--- src/common/scope_pkg.sv ---
// Sizes, register map and capture states shared by the capture engine and its testbench
package scope_pkg;

    localparam int n_channels     = 4;
    localparam int chan_width     = $clog2(n_channels);
    localparam int sample_width   = 16;
    // Channel tag in the upper half, sample in the lower half
    localparam int word_width     = 32;
    localparam int n_triggers     = 8;
    localparam int trig_sel_width = $clog2(n_triggers);
    localparam int reg_addr_width = 3;
    localparam int fifo_depth     = 16;
    localparam int fifo_ptr_width = $clog2(fifo_depth);
    // Frame length, pre-trigger position and word counter all share this width
    localparam int count_width    = 16;

    typedef enum logic [reg_addr_width-1:0] {
        reg_period   = 3'd0,
        reg_enable   = 3'd1,
        reg_trig_sel = 3'd2,
        reg_ack      = 3'd3,
        reg_trig_pos = 3'd4,
        reg_status   = 3'd5
    } reg_addr_e;

    typedef enum logic [1:0] {
        cap_idle    = 2'd0,
        cap_armed   = 2'd1,
        cap_filling = 2'd2,
        cap_held    = 2'd3
    } capture_state_e;

endpackage

--- src/scope/scope_control.sv ---
// Settings registers behind the four-phase req/ack register port, also issuing trigger and ack pulses
`timescale 1ns/1ns

module scope_control import scope_pkg::*; (
    input  logic                      clock,
    input  logic                      rst_n,
    input  logic                      reg_req,
    input  logic                      reg_write,
    input  reg_addr_e                 reg_addr,
    input  logic [31:0]               reg_wdata,
    output logic                      reg_ack,
    output logic [31:0]               reg_rdata,
    input  capture_state_e            state,
    output logic [count_width-1:0]    period,
    output logic                      enable,
    output logic [trig_sel_width-1:0] trig_sel,
    output logic [count_width-1:0]    trig_pos,
    output logic                      soft_trigger,
    output logic                      ack_pulse
);

    logic        req_start;
    logic [31:0] read_value;

    // A request counts once, on the first edge it is seen while ack is still low
    assign req_start = reg_req && !reg_ack;

    always_comb begin
        case (reg_addr)
            reg_period:   read_value = 32'(period);
            reg_enable:   read_value = 32'(enable);
            reg_trig_sel: read_value = 32'(trig_sel);
            reg_trig_pos: read_value = 32'(trig_pos);
            reg_status:   read_value = 32'(state);
            // The write-only ack register and unknown addresses read as zero
            default:      read_value = '0;
        endcase
    end

    always_ff @(posedge clock) begin
        if (!rst_n) begin
            reg_ack <= 1'b0;
        end else if (req_start) begin
            reg_ack <= 1'b1;
        end else if (!reg_req) begin
            reg_ack <= 1'b0;
        end
    end

    // Read data is captured with the ack and held until the next access
    always_ff @(posedge clock) begin
        if (req_start) begin
            reg_rdata <= read_value;
        end
    end

    always_ff @(posedge clock) begin
        if (!rst_n) begin
            period       <= count_width'(1);
            enable       <= 1'b0;
            trig_sel     <= '0;
            trig_pos     <= '0;
            soft_trigger <= 1'b0;
            ack_pulse    <= 1'b0;
        end else begin
            soft_trigger <= req_start && reg_write && (reg_addr == reg_trig_sel);
            ack_pulse    <= req_start && reg_write && reg_wdata[0] &&
                            (reg_addr == scope_pkg::reg_ack);
            if (req_start && reg_write) begin
                case (reg_addr)
                    reg_period:   period   <= reg_wdata[count_width-1:0];
                    reg_enable:   enable   <= reg_wdata[0];
                    reg_trig_sel: trig_sel <= reg_wdata[trig_sel_width-1:0];
                    reg_trig_pos: trig_pos <= reg_wdata[count_width-1:0];
                    default:      ;
                endcase
            end
        end
    end

endmodule

--- src/scope/channel_combiner.sv ---
// Round-robin merge of the sample channels into one registered stream of channel-tagged words
`timescale 1ns/1ns

module channel_combiner import scope_pkg::*; (
    input  logic                                    clock,
    input  logic                                    rst_n,
    input  logic [n_channels-1:0]                   ch_valid,
    input  logic [n_channels-1:0][sample_width-1:0] ch_data,
    output logic [n_channels-1:0]                   ch_ready,
    output logic                                    comb_valid,
    output logic [word_width-1:0]                   comb_data,
    input  logic                                    comb_ready
);

    logic                  slot_free;
    logic                  grant_valid;
    logic [chan_width-1:0] grant;
    logic [chan_width-1:0] last_served;

    // The output register can take a word when empty or when it drains this cycle
    assign slot_free = !comb_valid || comb_ready;

    // Search starts at the channel after the last one served and wraps around
    always_comb begin
        logic [chan_width-1:0] candidate;
        grant_valid = 1'b0;
        grant       = last_served;
        for (int k = 1; k <= n_channels; k++) begin
            candidate = last_served + chan_width'(k);
            if (!grant_valid && ch_valid[candidate]) begin
                grant_valid = 1'b1;
                grant       = candidate;
            end
        end
    end

    always_comb begin
        for (int i = 0; i < n_channels; i++) begin
            ch_ready[i] = slot_free && grant_valid && (grant == chan_width'(i));
        end
    end

    always_ff @(posedge clock) begin
        if (!rst_n) begin
            comb_valid  <= 1'b0;
            last_served <= chan_width'(n_channels - 1);
        end else if (slot_free) begin
            comb_valid <= grant_valid;
            if (grant_valid) begin
                last_served <= grant;
            end
        end
    end

    always_ff @(posedge clock) begin
        if (slot_free && grant_valid) begin
            comb_data <= {{(word_width - sample_width - chan_width){1'b0}}, grant, ch_data[grant]};
        end
    end

endmodule

--- src/scope/trigger_hub.sv ---
// Capture FSM: qualifies triggers by the pre-trigger count, pulses the selected line, freezes until ack
`timescale 1ns/1ns

module trigger_hub import scope_pkg::*; (
    input  logic                      clock,
    input  logic                      rst_n,
    input  logic                      enable,
    input  logic [trig_sel_width-1:0] trig_sel,
    input  logic [count_width-1:0]    trig_pos,
    input  logic                      soft_trigger,
    input  logic                      ext_trigger,
    input  logic                      ack_pulse,
    input  logic [count_width-1:0]    word_count,
    input  logic                      frame_end,
    output logic                      capture_inhibit,
    output capture_state_e            state,
    output logic [n_triggers-1:0]     trigger_out
);

    logic trig_pending;
    logic trig_request;
    logic trig_accept;

    // A trigger seen too early is held until enough pre-trigger words are in the frame
    assign trig_request = soft_trigger || ext_trigger || trig_pending;
    assign trig_accept  = (state == cap_armed) && trig_request && (word_count >= trig_pos);

    // Samples flow only while armed or filling
    assign capture_inhibit = (state == cap_idle) || (state == cap_held);

    always_ff @(posedge clock) begin
        if (!rst_n) begin
            state        <= cap_idle;
            trig_pending <= 1'b0;
            trigger_out  <= '0;
        end else begin
            trigger_out  <= '0;
            trig_pending <= (state == cap_armed) && trig_request && !trig_accept;
            if (!enable) begin
                state <= cap_idle;
            end else begin
                case (state)
                    cap_idle: begin
                        state <= cap_armed;
                    end
                    cap_armed: begin
                        if (trig_accept) begin
                            trigger_out[trig_sel] <= 1'b1;
                            state                 <= cap_filling;
                        end
                    end
                    cap_filling: begin
                        if (frame_end) begin
                            state <= cap_held;
                        end
                    end
                    cap_held: begin
                        if (ack_pulse) begin
                            state <= cap_armed;
                        end
                    end
                    default: state <= cap_idle;
                endcase
            end
        end
    end

endmodule

--- src/scope/frame_packer.sv ---
// Gates the merged stream by the capture inhibit and cuts it into frames of the programmed length
`timescale 1ns/1ns

module frame_packer import scope_pkg::*; (
    input  logic                   clock,
    input  logic                   rst_n,
    input  logic [count_width-1:0] period,
    input  logic                   capture_inhibit,
    input  logic                   comb_valid,
    input  logic [word_width-1:0]  comb_data,
    output logic                   comb_ready,
    output logic                   pk_valid,
    output logic [word_width-1:0]  pk_data,
    output logic                   pk_last,
    input  logic                   pk_ready,
    output logic [count_width-1:0] word_count,
    output logic                   frame_end
);

    logic [count_width-1:0] eff_period;
    logic [count_width:0]   next_count;
    logic                   accept;

    // A zero period would never close a frame, so it behaves as one
    assign eff_period = (period == '0) ? count_width'(1) : period;
    assign next_count = {1'b0, word_count} + 1'b1;

    // While inhibited the upstream sees no ready and stalls
    assign pk_valid   = comb_valid && !capture_inhibit;
    assign pk_data    = comb_data;
    assign comb_ready = pk_ready && !capture_inhibit;

    // Greater-or-equal also closes a frame that overran after a shorter period was written
    assign pk_last   = pk_valid && (next_count >= {1'b0, eff_period});
    assign accept    = pk_valid && pk_ready;
    assign frame_end = accept && pk_last;

    always_ff @(posedge clock) begin
        if (!rst_n) begin
            word_count <= '0;
        end else if (accept) begin
            word_count <= pk_last ? '0 : next_count[count_width-1:0];
        end
    end

endmodule

--- src/scope/sample_fifo.sv ---
// Output FIFO for framed words, keeping each word with its last flag, valid/ready on both sides
`timescale 1ns/1ns

module sample_fifo import scope_pkg::*; (
    input  logic                  clock,
    input  logic                  rst_n,
    input  logic                  pk_valid,
    input  logic [word_width-1:0] pk_data,
    input  logic                  pk_last,
    output logic                  pk_ready,
    output logic                  out_valid,
    output logic [word_width-1:0] out_data,
    output logic                  out_last,
    input  logic                  out_ready
);

    logic [word_width-1:0]     mem_data [fifo_depth];
    logic                      mem_last [fifo_depth];
    logic [fifo_ptr_width-1:0] wr_ptr;
    logic [fifo_ptr_width-1:0] rd_ptr;
    logic [fifo_ptr_width:0]   count;
    logic                      wr_en;
    logic                      rd_en;

    // When full a write is still taken if a read frees a slot on the same edge
    assign pk_ready  = (count != (fifo_ptr_width + 1)'(fifo_depth)) || out_ready;
    assign out_valid = (count != '0);
    assign out_data  = mem_data[rd_ptr];
    assign out_last  = mem_last[rd_ptr];

    assign wr_en = pk_valid && pk_ready;
    assign rd_en = out_valid && out_ready;

    always_ff @(posedge clock) begin
        if (wr_en) begin
            mem_data[wr_ptr] <= pk_data;
            mem_last[wr_ptr] <= pk_last;
        end
    end

    always_ff @(posedge clock) begin
        if (!rst_n) begin
            wr_ptr <= '0;
            rd_ptr <= '0;
            count  <= '0;
        end else begin
            if (wr_en) begin
                wr_ptr <= wr_ptr + 1'b1;
            end
            if (rd_en) begin
                rd_ptr <= rd_ptr + 1'b1;
            end
            case ({wr_en, rd_en})
                2'b10:   count <= count + 1'b1;
                2'b01:   count <= count - 1'b1;
                default: count <= count;
            endcase
        end
    end

endmodule

--- src/verilog/scope_top.sv ---
// Top level of the capture engine, connecting register file, combiner, framer, trigger FSM and FIFO
`timescale 1ns/1ns

module scope_top import scope_pkg::*; (
    input  logic                                    clock,
    input  logic                                    rst_n,
    input  logic                                    reg_req,
    input  logic                                    reg_write,
    input  reg_addr_e                               reg_addr,
    input  logic [31:0]                             reg_wdata,
    output logic                                    reg_ack,
    output logic [31:0]                             reg_rdata,
    input  logic [n_channels-1:0]                   ch_valid,
    input  logic [n_channels-1:0][sample_width-1:0] ch_data,
    output logic [n_channels-1:0]                   ch_ready,
    output logic                                    out_valid,
    output logic [word_width-1:0]                   out_data,
    output logic                                    out_last,
    input  logic                                    out_ready,
    input  logic                                    ext_trigger,
    output logic [n_triggers-1:0]                   trigger_out,
    output capture_state_e                          state
);

    logic [count_width-1:0]    period;
    logic                      enable;
    logic [trig_sel_width-1:0] trig_sel;
    logic [count_width-1:0]    trig_pos;
    logic                      soft_trigger;
    logic                      ack_pulse;
    logic                      comb_valid;
    logic [word_width-1:0]     comb_data;
    logic                      comb_ready;
    logic                      pk_valid;
    logic [word_width-1:0]     pk_data;
    logic                      pk_last;
    logic                      pk_ready;
    logic [count_width-1:0]    word_count;
    logic                      frame_end;
    logic                      capture_inhibit;

    scope_control control_i (
        .clock, .rst_n, .reg_req, .reg_write, .reg_addr, .reg_wdata, .reg_ack, .reg_rdata,
        .state, .period, .enable, .trig_sel, .trig_pos, .soft_trigger, .ack_pulse
    );

    channel_combiner combiner_i (
        .clock, .rst_n, .ch_valid, .ch_data, .ch_ready, .comb_valid, .comb_data, .comb_ready
    );

    trigger_hub hub_i (
        .clock, .rst_n, .enable, .trig_sel, .trig_pos, .soft_trigger, .ext_trigger,
        .ack_pulse, .word_count, .frame_end, .capture_inhibit, .state, .trigger_out
    );

    frame_packer packer_i (
        .clock, .rst_n, .period, .capture_inhibit, .comb_valid, .comb_data, .comb_ready,
        .pk_valid, .pk_data, .pk_last, .pk_ready, .word_count, .frame_end
    );

    sample_fifo fifo_i (
        .clock, .rst_n, .pk_valid, .pk_data, .pk_last, .pk_ready,
        .out_valid, .out_data, .out_last, .out_ready
    );

endmodule

--- config.mk ---
export PLATFORM = sky130hd
export DESIGN_NAME = scope_top
export DESIGN_NICKNAME = d
export VERILOG_FILES = /design/src/common/scope_pkg.sv /design/src/scope/scope_control.sv /design/src/scope/channel_combiner.sv /design/src/scope/trigger_hub.sv /design/src/scope/frame_packer.sv /design/src/scope/sample_fifo.sv /design/src/verilog/scope_top.sv
export SDC_FILE = /design/constraint.sdc
export NUM_CORES = 1
export LEC_CHECK = 0
export ABC_AREA = 1
export BUFFER_PORTS_ARGS = -buffer_cell sky130_fd_sc_hd__buf_2
export CORE_AREA = 2 2 220 222
export CTS_BUF_LIST = sky130_fd_sc_hd__clkbuf_4 sky130_fd_sc_hd__clkbuf_8
export DETAILED_ROUTE_END_ITERATION = 16
export DIE_AREA = 0 0 222 224
export PLACE_DENSITY_LB_ADDON = 0.05
export RECOVER_POWER = 100
export SYNTH_ARGS = -nofsm -noshare
export SYNTH_HDL_FRONTEND = slang
export SYNTH_SLANG_ARGS = --single-unit
--- constraint.sdc ---
create_clock -name clock -period 3.6 [get_ports clock]
set_input_delay 0.54 -clock clock [delete_from_list [all_inputs] [get_ports clock]]
set_output_delay 0.54 -clock clock [all_outputs]
set_load 0.005 [all_outputs]
==> impl_metrics.py <==
metrics = {
    "power": {
        "intPower_mw": 9.86,
        "ir_drop_uv": 421,
        "switching_share": 0.337,
        "comb_power_share": 0.253,
        "clkPwrFrac": 0.296,
        "p_per_area_nw_per_um2": 693,
        "fin_total_pwr_mw": 14.9,
        "seqPwrFrac": 0.451,
        "leakage_nw": 7.92,
        "switchingPower_mw": 5.01,
    },
    "floorplanning": {
        "dieArea_sq_um": 49700,
        "core.rowCount": 80,
        "core_area_sq_um": 47300,
        "ios": 190,
        "die_h_microns": 224,
        "initial_core_util": 0.396,
        "chipWidth_microns": 222,
    },
    "sta": {
        "layout_setup_ws_ns": 0.269,
        "setup_tns_ns": 0,
        "fmax_mhz": 300,
        "setup_violations": 0,
        "final_min_period_over_clock_period": 0.925,
        "tightest_slew_ns": 2.11,
        "rsz0062_at_grt": "false",
        "hold_viol_final": 0,
        "hold_slack_ns": 0.117,
        "clock_skew_ns": 0.0270,
        "worst_slew_margin_rel": -0.409,
        "final_period_minus_worst_setup_slack_ns": 3.33,
        "drv_slew": 52,
    },
    "global_route": {
        "grt_usage": 0.194,
        "grt_use_met3": 0.0354,
        "met2_usage": 0.315,
        "grt_max_degree": 77,
        "grt_pass1_wl_microns": 73100,
        "grt.met1_usage": 0.263,
        "busiest_layer": "met2",
        "grt.overflow.total": 0,
        "grt_pass1_vias": 12300,
        "antenna_found_initial": 3,
    },
    "worst_hold_path": {
        "hold_end": "control_i.reg_ack",
        "hold_path_class": "in2reg",
        "hold_depth": 3,
        "hold_start": "reg_req",
    },
    "synthesis": {
        "syn_area_sq_um": 18800,
        "synthTopCellsByArea": "edfxtp_1 (54%), dfxtp_1 (9.2%), mux2i_1 (4.1%)",
        "synth-edff-count": 338,
        "ys.flop_type": "edfxtp_1",
        "synth-simple-area-share": 0.0943,
        "synth-adder-area-share": 0.0311,
        "synth-xor-area-share": 0.00840,
        "synth_top_family_by_area": "compound AO/OA/AOI/OAI gates",
        "synth.yosys.seq_area_share": 0.632,
        "synthArstFlopShare": 0,
        "ys_warn_count": 0,
        "ys_ff_latch": 424,
        "synth_compound_area_frac": 0.121,
        "yosysTopAreaCellShare": 0.541,
        "synthMuxAreaShare": 0.0405,
        "synth_top_area_cell": "edfxtp_1",
        "netlist_instances": 1639,
        "avgSynthCellArea_sq_um": 11.5,
        "synth_cell_type_count": 51,
    },
    "finish": {
        "multi_input_area_sq_um": 5660,
        "fin_cells": 2489,
        "layout-drive-gt1-share": 0.161,
        "finalInstanceArea_sq_um": 21500,
        "final_nets": 1968,
        "final_util": 0.454,
        "area_growth_pct": 14.4,
        "layout.area.seq_sq_um": 11900,
        "num-fill-cells": 4479,
    },
    "critical_path": {
        "cp_top_family": "simple AND/OR/NAND/NOR gates",
        "worstPathRequired_ns": 3.06,
        "regToRegEndpoint": "fifo_i.mem_data[14][3]",
        "r2r_slack_ns": 0.29,
        "cp_num_buf_inv": 4,
        "r2r_cells": 9,
        "regToRegStartpoint": "hub_i.state[0]",
        "worstPathMaxFanout": 36,
        "crit_path_start_kind": "flip-flop",
        "path_class": "reg2out",
        "cpMaxStageDelayCell": "dfxtp_1",
        "end_kind": "output port",
        "slowest_delay_ns": 0.52,
        "arrival_ns": 2.79,
        "crit_chain": "inv_4 > o21ai_1 > inv_1 > o21ai_0 > nand2_2 > nand2_1 > nand2_2 > nand2_8 > inv_4 > nor3_1 > buf_2",
    },
    "place": {
        "dp_cells": 2350,
        "io_buffers": 143,
        "dp_hpwl_microns": 29300,
        "pre_cts_slack_ns": 0.332,
        "placed_cell_area_sq_um": 20100,
        "globalplace.congestion": 0.794,
    },
    "run_status": {
        "violations": "max-capacitance violations, max-slew violations",
        "outcome": "finished with violations",
    },
    "route": {
        "firstDrtPassIters": 5,
        "avgViaCountPerCell": 5.04,
        "first_iter_violations": 648,
        "drcViolationCount": 0,
        "routed_wl_microns": 47800,
        "avgRoutedWirePerCell_microns": 19.2,
        "ant_nets": 0,
        "via_count": 12500,
    },
    "clock_network": {
        "cts_tree": "yes",
        "clock-sinks": 424,
        "clockBufferDepth": 3,
        "cts_made_buffers": 76,
        "cts.clk_slew.worst_paths_ns": 0.05,
        "cts_htree_levels": 3,
        "clk_latency_ns": 0.64,
        "cts_root_buf": "clkbuf_8",
    },
    "run": {
        "maxCapViolations": 1,
    },
}
cell usage after synthesis (2+ instances only):
master	number
a21oi_1	138
a21oi_2	10
a31o_2	2
buf_1	10
buf_2	13
buf_4	33
buf_6	5
clkbuf_1	50
clkbuf_8	3
clkinv_1	2
dfxtp_1	86
edfxtp_1	338
ha_1	45
inv_1	176
inv_2	2
inv_4	2
mux2i_1	76
nand2_1	144
nand2_2	14
nand3_1	106
nand3_2	4
nand4_1	26
nor2_1	65
nor2_2	3
nor2_4	2
nor3_1	10
nor3_2	2
nor4_1	3
o211ai_1	78
o21a_1	2
o21ai_0	135
o21ai_1	5
o221ai_1	2
o22ai_1	14
xnor2_1	12
xor2_1	6
kinds of logic (layout without fill, tap and decap cells):
kind of cell / Yosys count / after routing
flip-flops: 424 / 424
AO/OA/AOI/OAI: 395 / 395
multiplexers: 76 / 76
AND/OR/NAND/NOR: 382 / 382
buffers and inverters: 297 / 501
other: 1 / 32
XOR/XNOR: 18 / 18
adder cells (fa/ha/maj): 46 / 46
cell type report:
class / instances / share of cell area
sequential: 424 / 0.553
multi-input combinational: 947 / 0.264
clock buffer: 116 / 0.0644
timing repair buffer: 182 / 0.0459
tap: 615 / 0.0358
inverter: 182 / 0.0321
clock inverter: 21 / 0.00484
antenna: 2 / 0.000233
worst reg2reg max path: cells and delay by family (launching register included):
family,cells,cell delay [ns]
adder cells (fa/ha/maj),1,0.34
buffers and inverters,4,1.05
AND/OR/NAND/NOR,4,1.20
flip-flops,1,0.39
state kept, by name, summed over array words and instances, names as in the netlist, 8 cells and up, named ones only:
register and flops:
fifo_i.mem_data 288, combiner_i.comb_data 18, control_i.period 16, control_i.reg_rdata 16, control_i.trig_pos 16, fifo_i.mem_last 16
packer_i.word_count 16, hub_i.trigger_out 8
layer usage:
layer,wire (microns),vias up,share of wire
met5,0,-,0
met4,899,0,0.019
met3,2280,60,0.048
met2,22500,269,0.47
met1,22200,6031,0.46
li1,-,6174,-
cells in the final DEF, fill, tap and decap left out, drive strengths merged, types with 2 or more instances in the layout:
master,netlist,routed
edfxtp,338,338
inv,180,181
clkbuf,53,179
nand2,159,159
a21oi,148,148
o21ai,140,140
buf,62,119
nand3,111,111
dfxtp,86,86
o211ai,79,79
mux2i,76,76
nor2,70,70
ha,45,45
conb,1,30
nand4,26,26
clkinv,2,20
o22ai,14,14
xnor2,12,12
nor3,12,12
xor2,6,6
nor4,3,3
diode,0,2
a31o,2,2
o21a,2,2
o221ai,2,2
clkinvlp,0,2
what timing repair did:
action | 4_1_cts | 5_1_grt
buffers inserted | 0 | 0
hold buffers | 0 | 0
resized for setup | 0 | 1
endpoints found under the setup margin | 0 | 2
worst max-delay path by stage:
stage | from | endpoint | slack [ns] | depth (start not counted)
after floorplan | packer_i.word_count[0] | fifo_i.mem_last[0] | 0.54 | 14
after CTS | combiner_i.last_served[0] | ch_ready[3] | 0.11 | 13
after global routing | combiner_i.last_served[0] | ch_ready[3] | 0.01 | 13
after detailed placement | packer_i.word_count[0] | packer_i.word_count[3] | 0.33 | 17
final | combiner_i.last_served[0] | ch_ready[1] | 0.27 | 11
after global placement | packer_i.word_count[0] | packer_i.word_count[15] | 0.44 | 17
power groups by stage:
stage,clock network [mW],registers [mW],logic (mW)
floorplan,0,6.44,2.81
global placement,0,6.81,3.83
detailed placement,0,6.82,3.86
CTS,4.55,6.73,3.87
global route,4.78,6.78,4.25
finish,4.40,6.71,3.77
No activity file was read; power rests on OpenSTA's default activity.
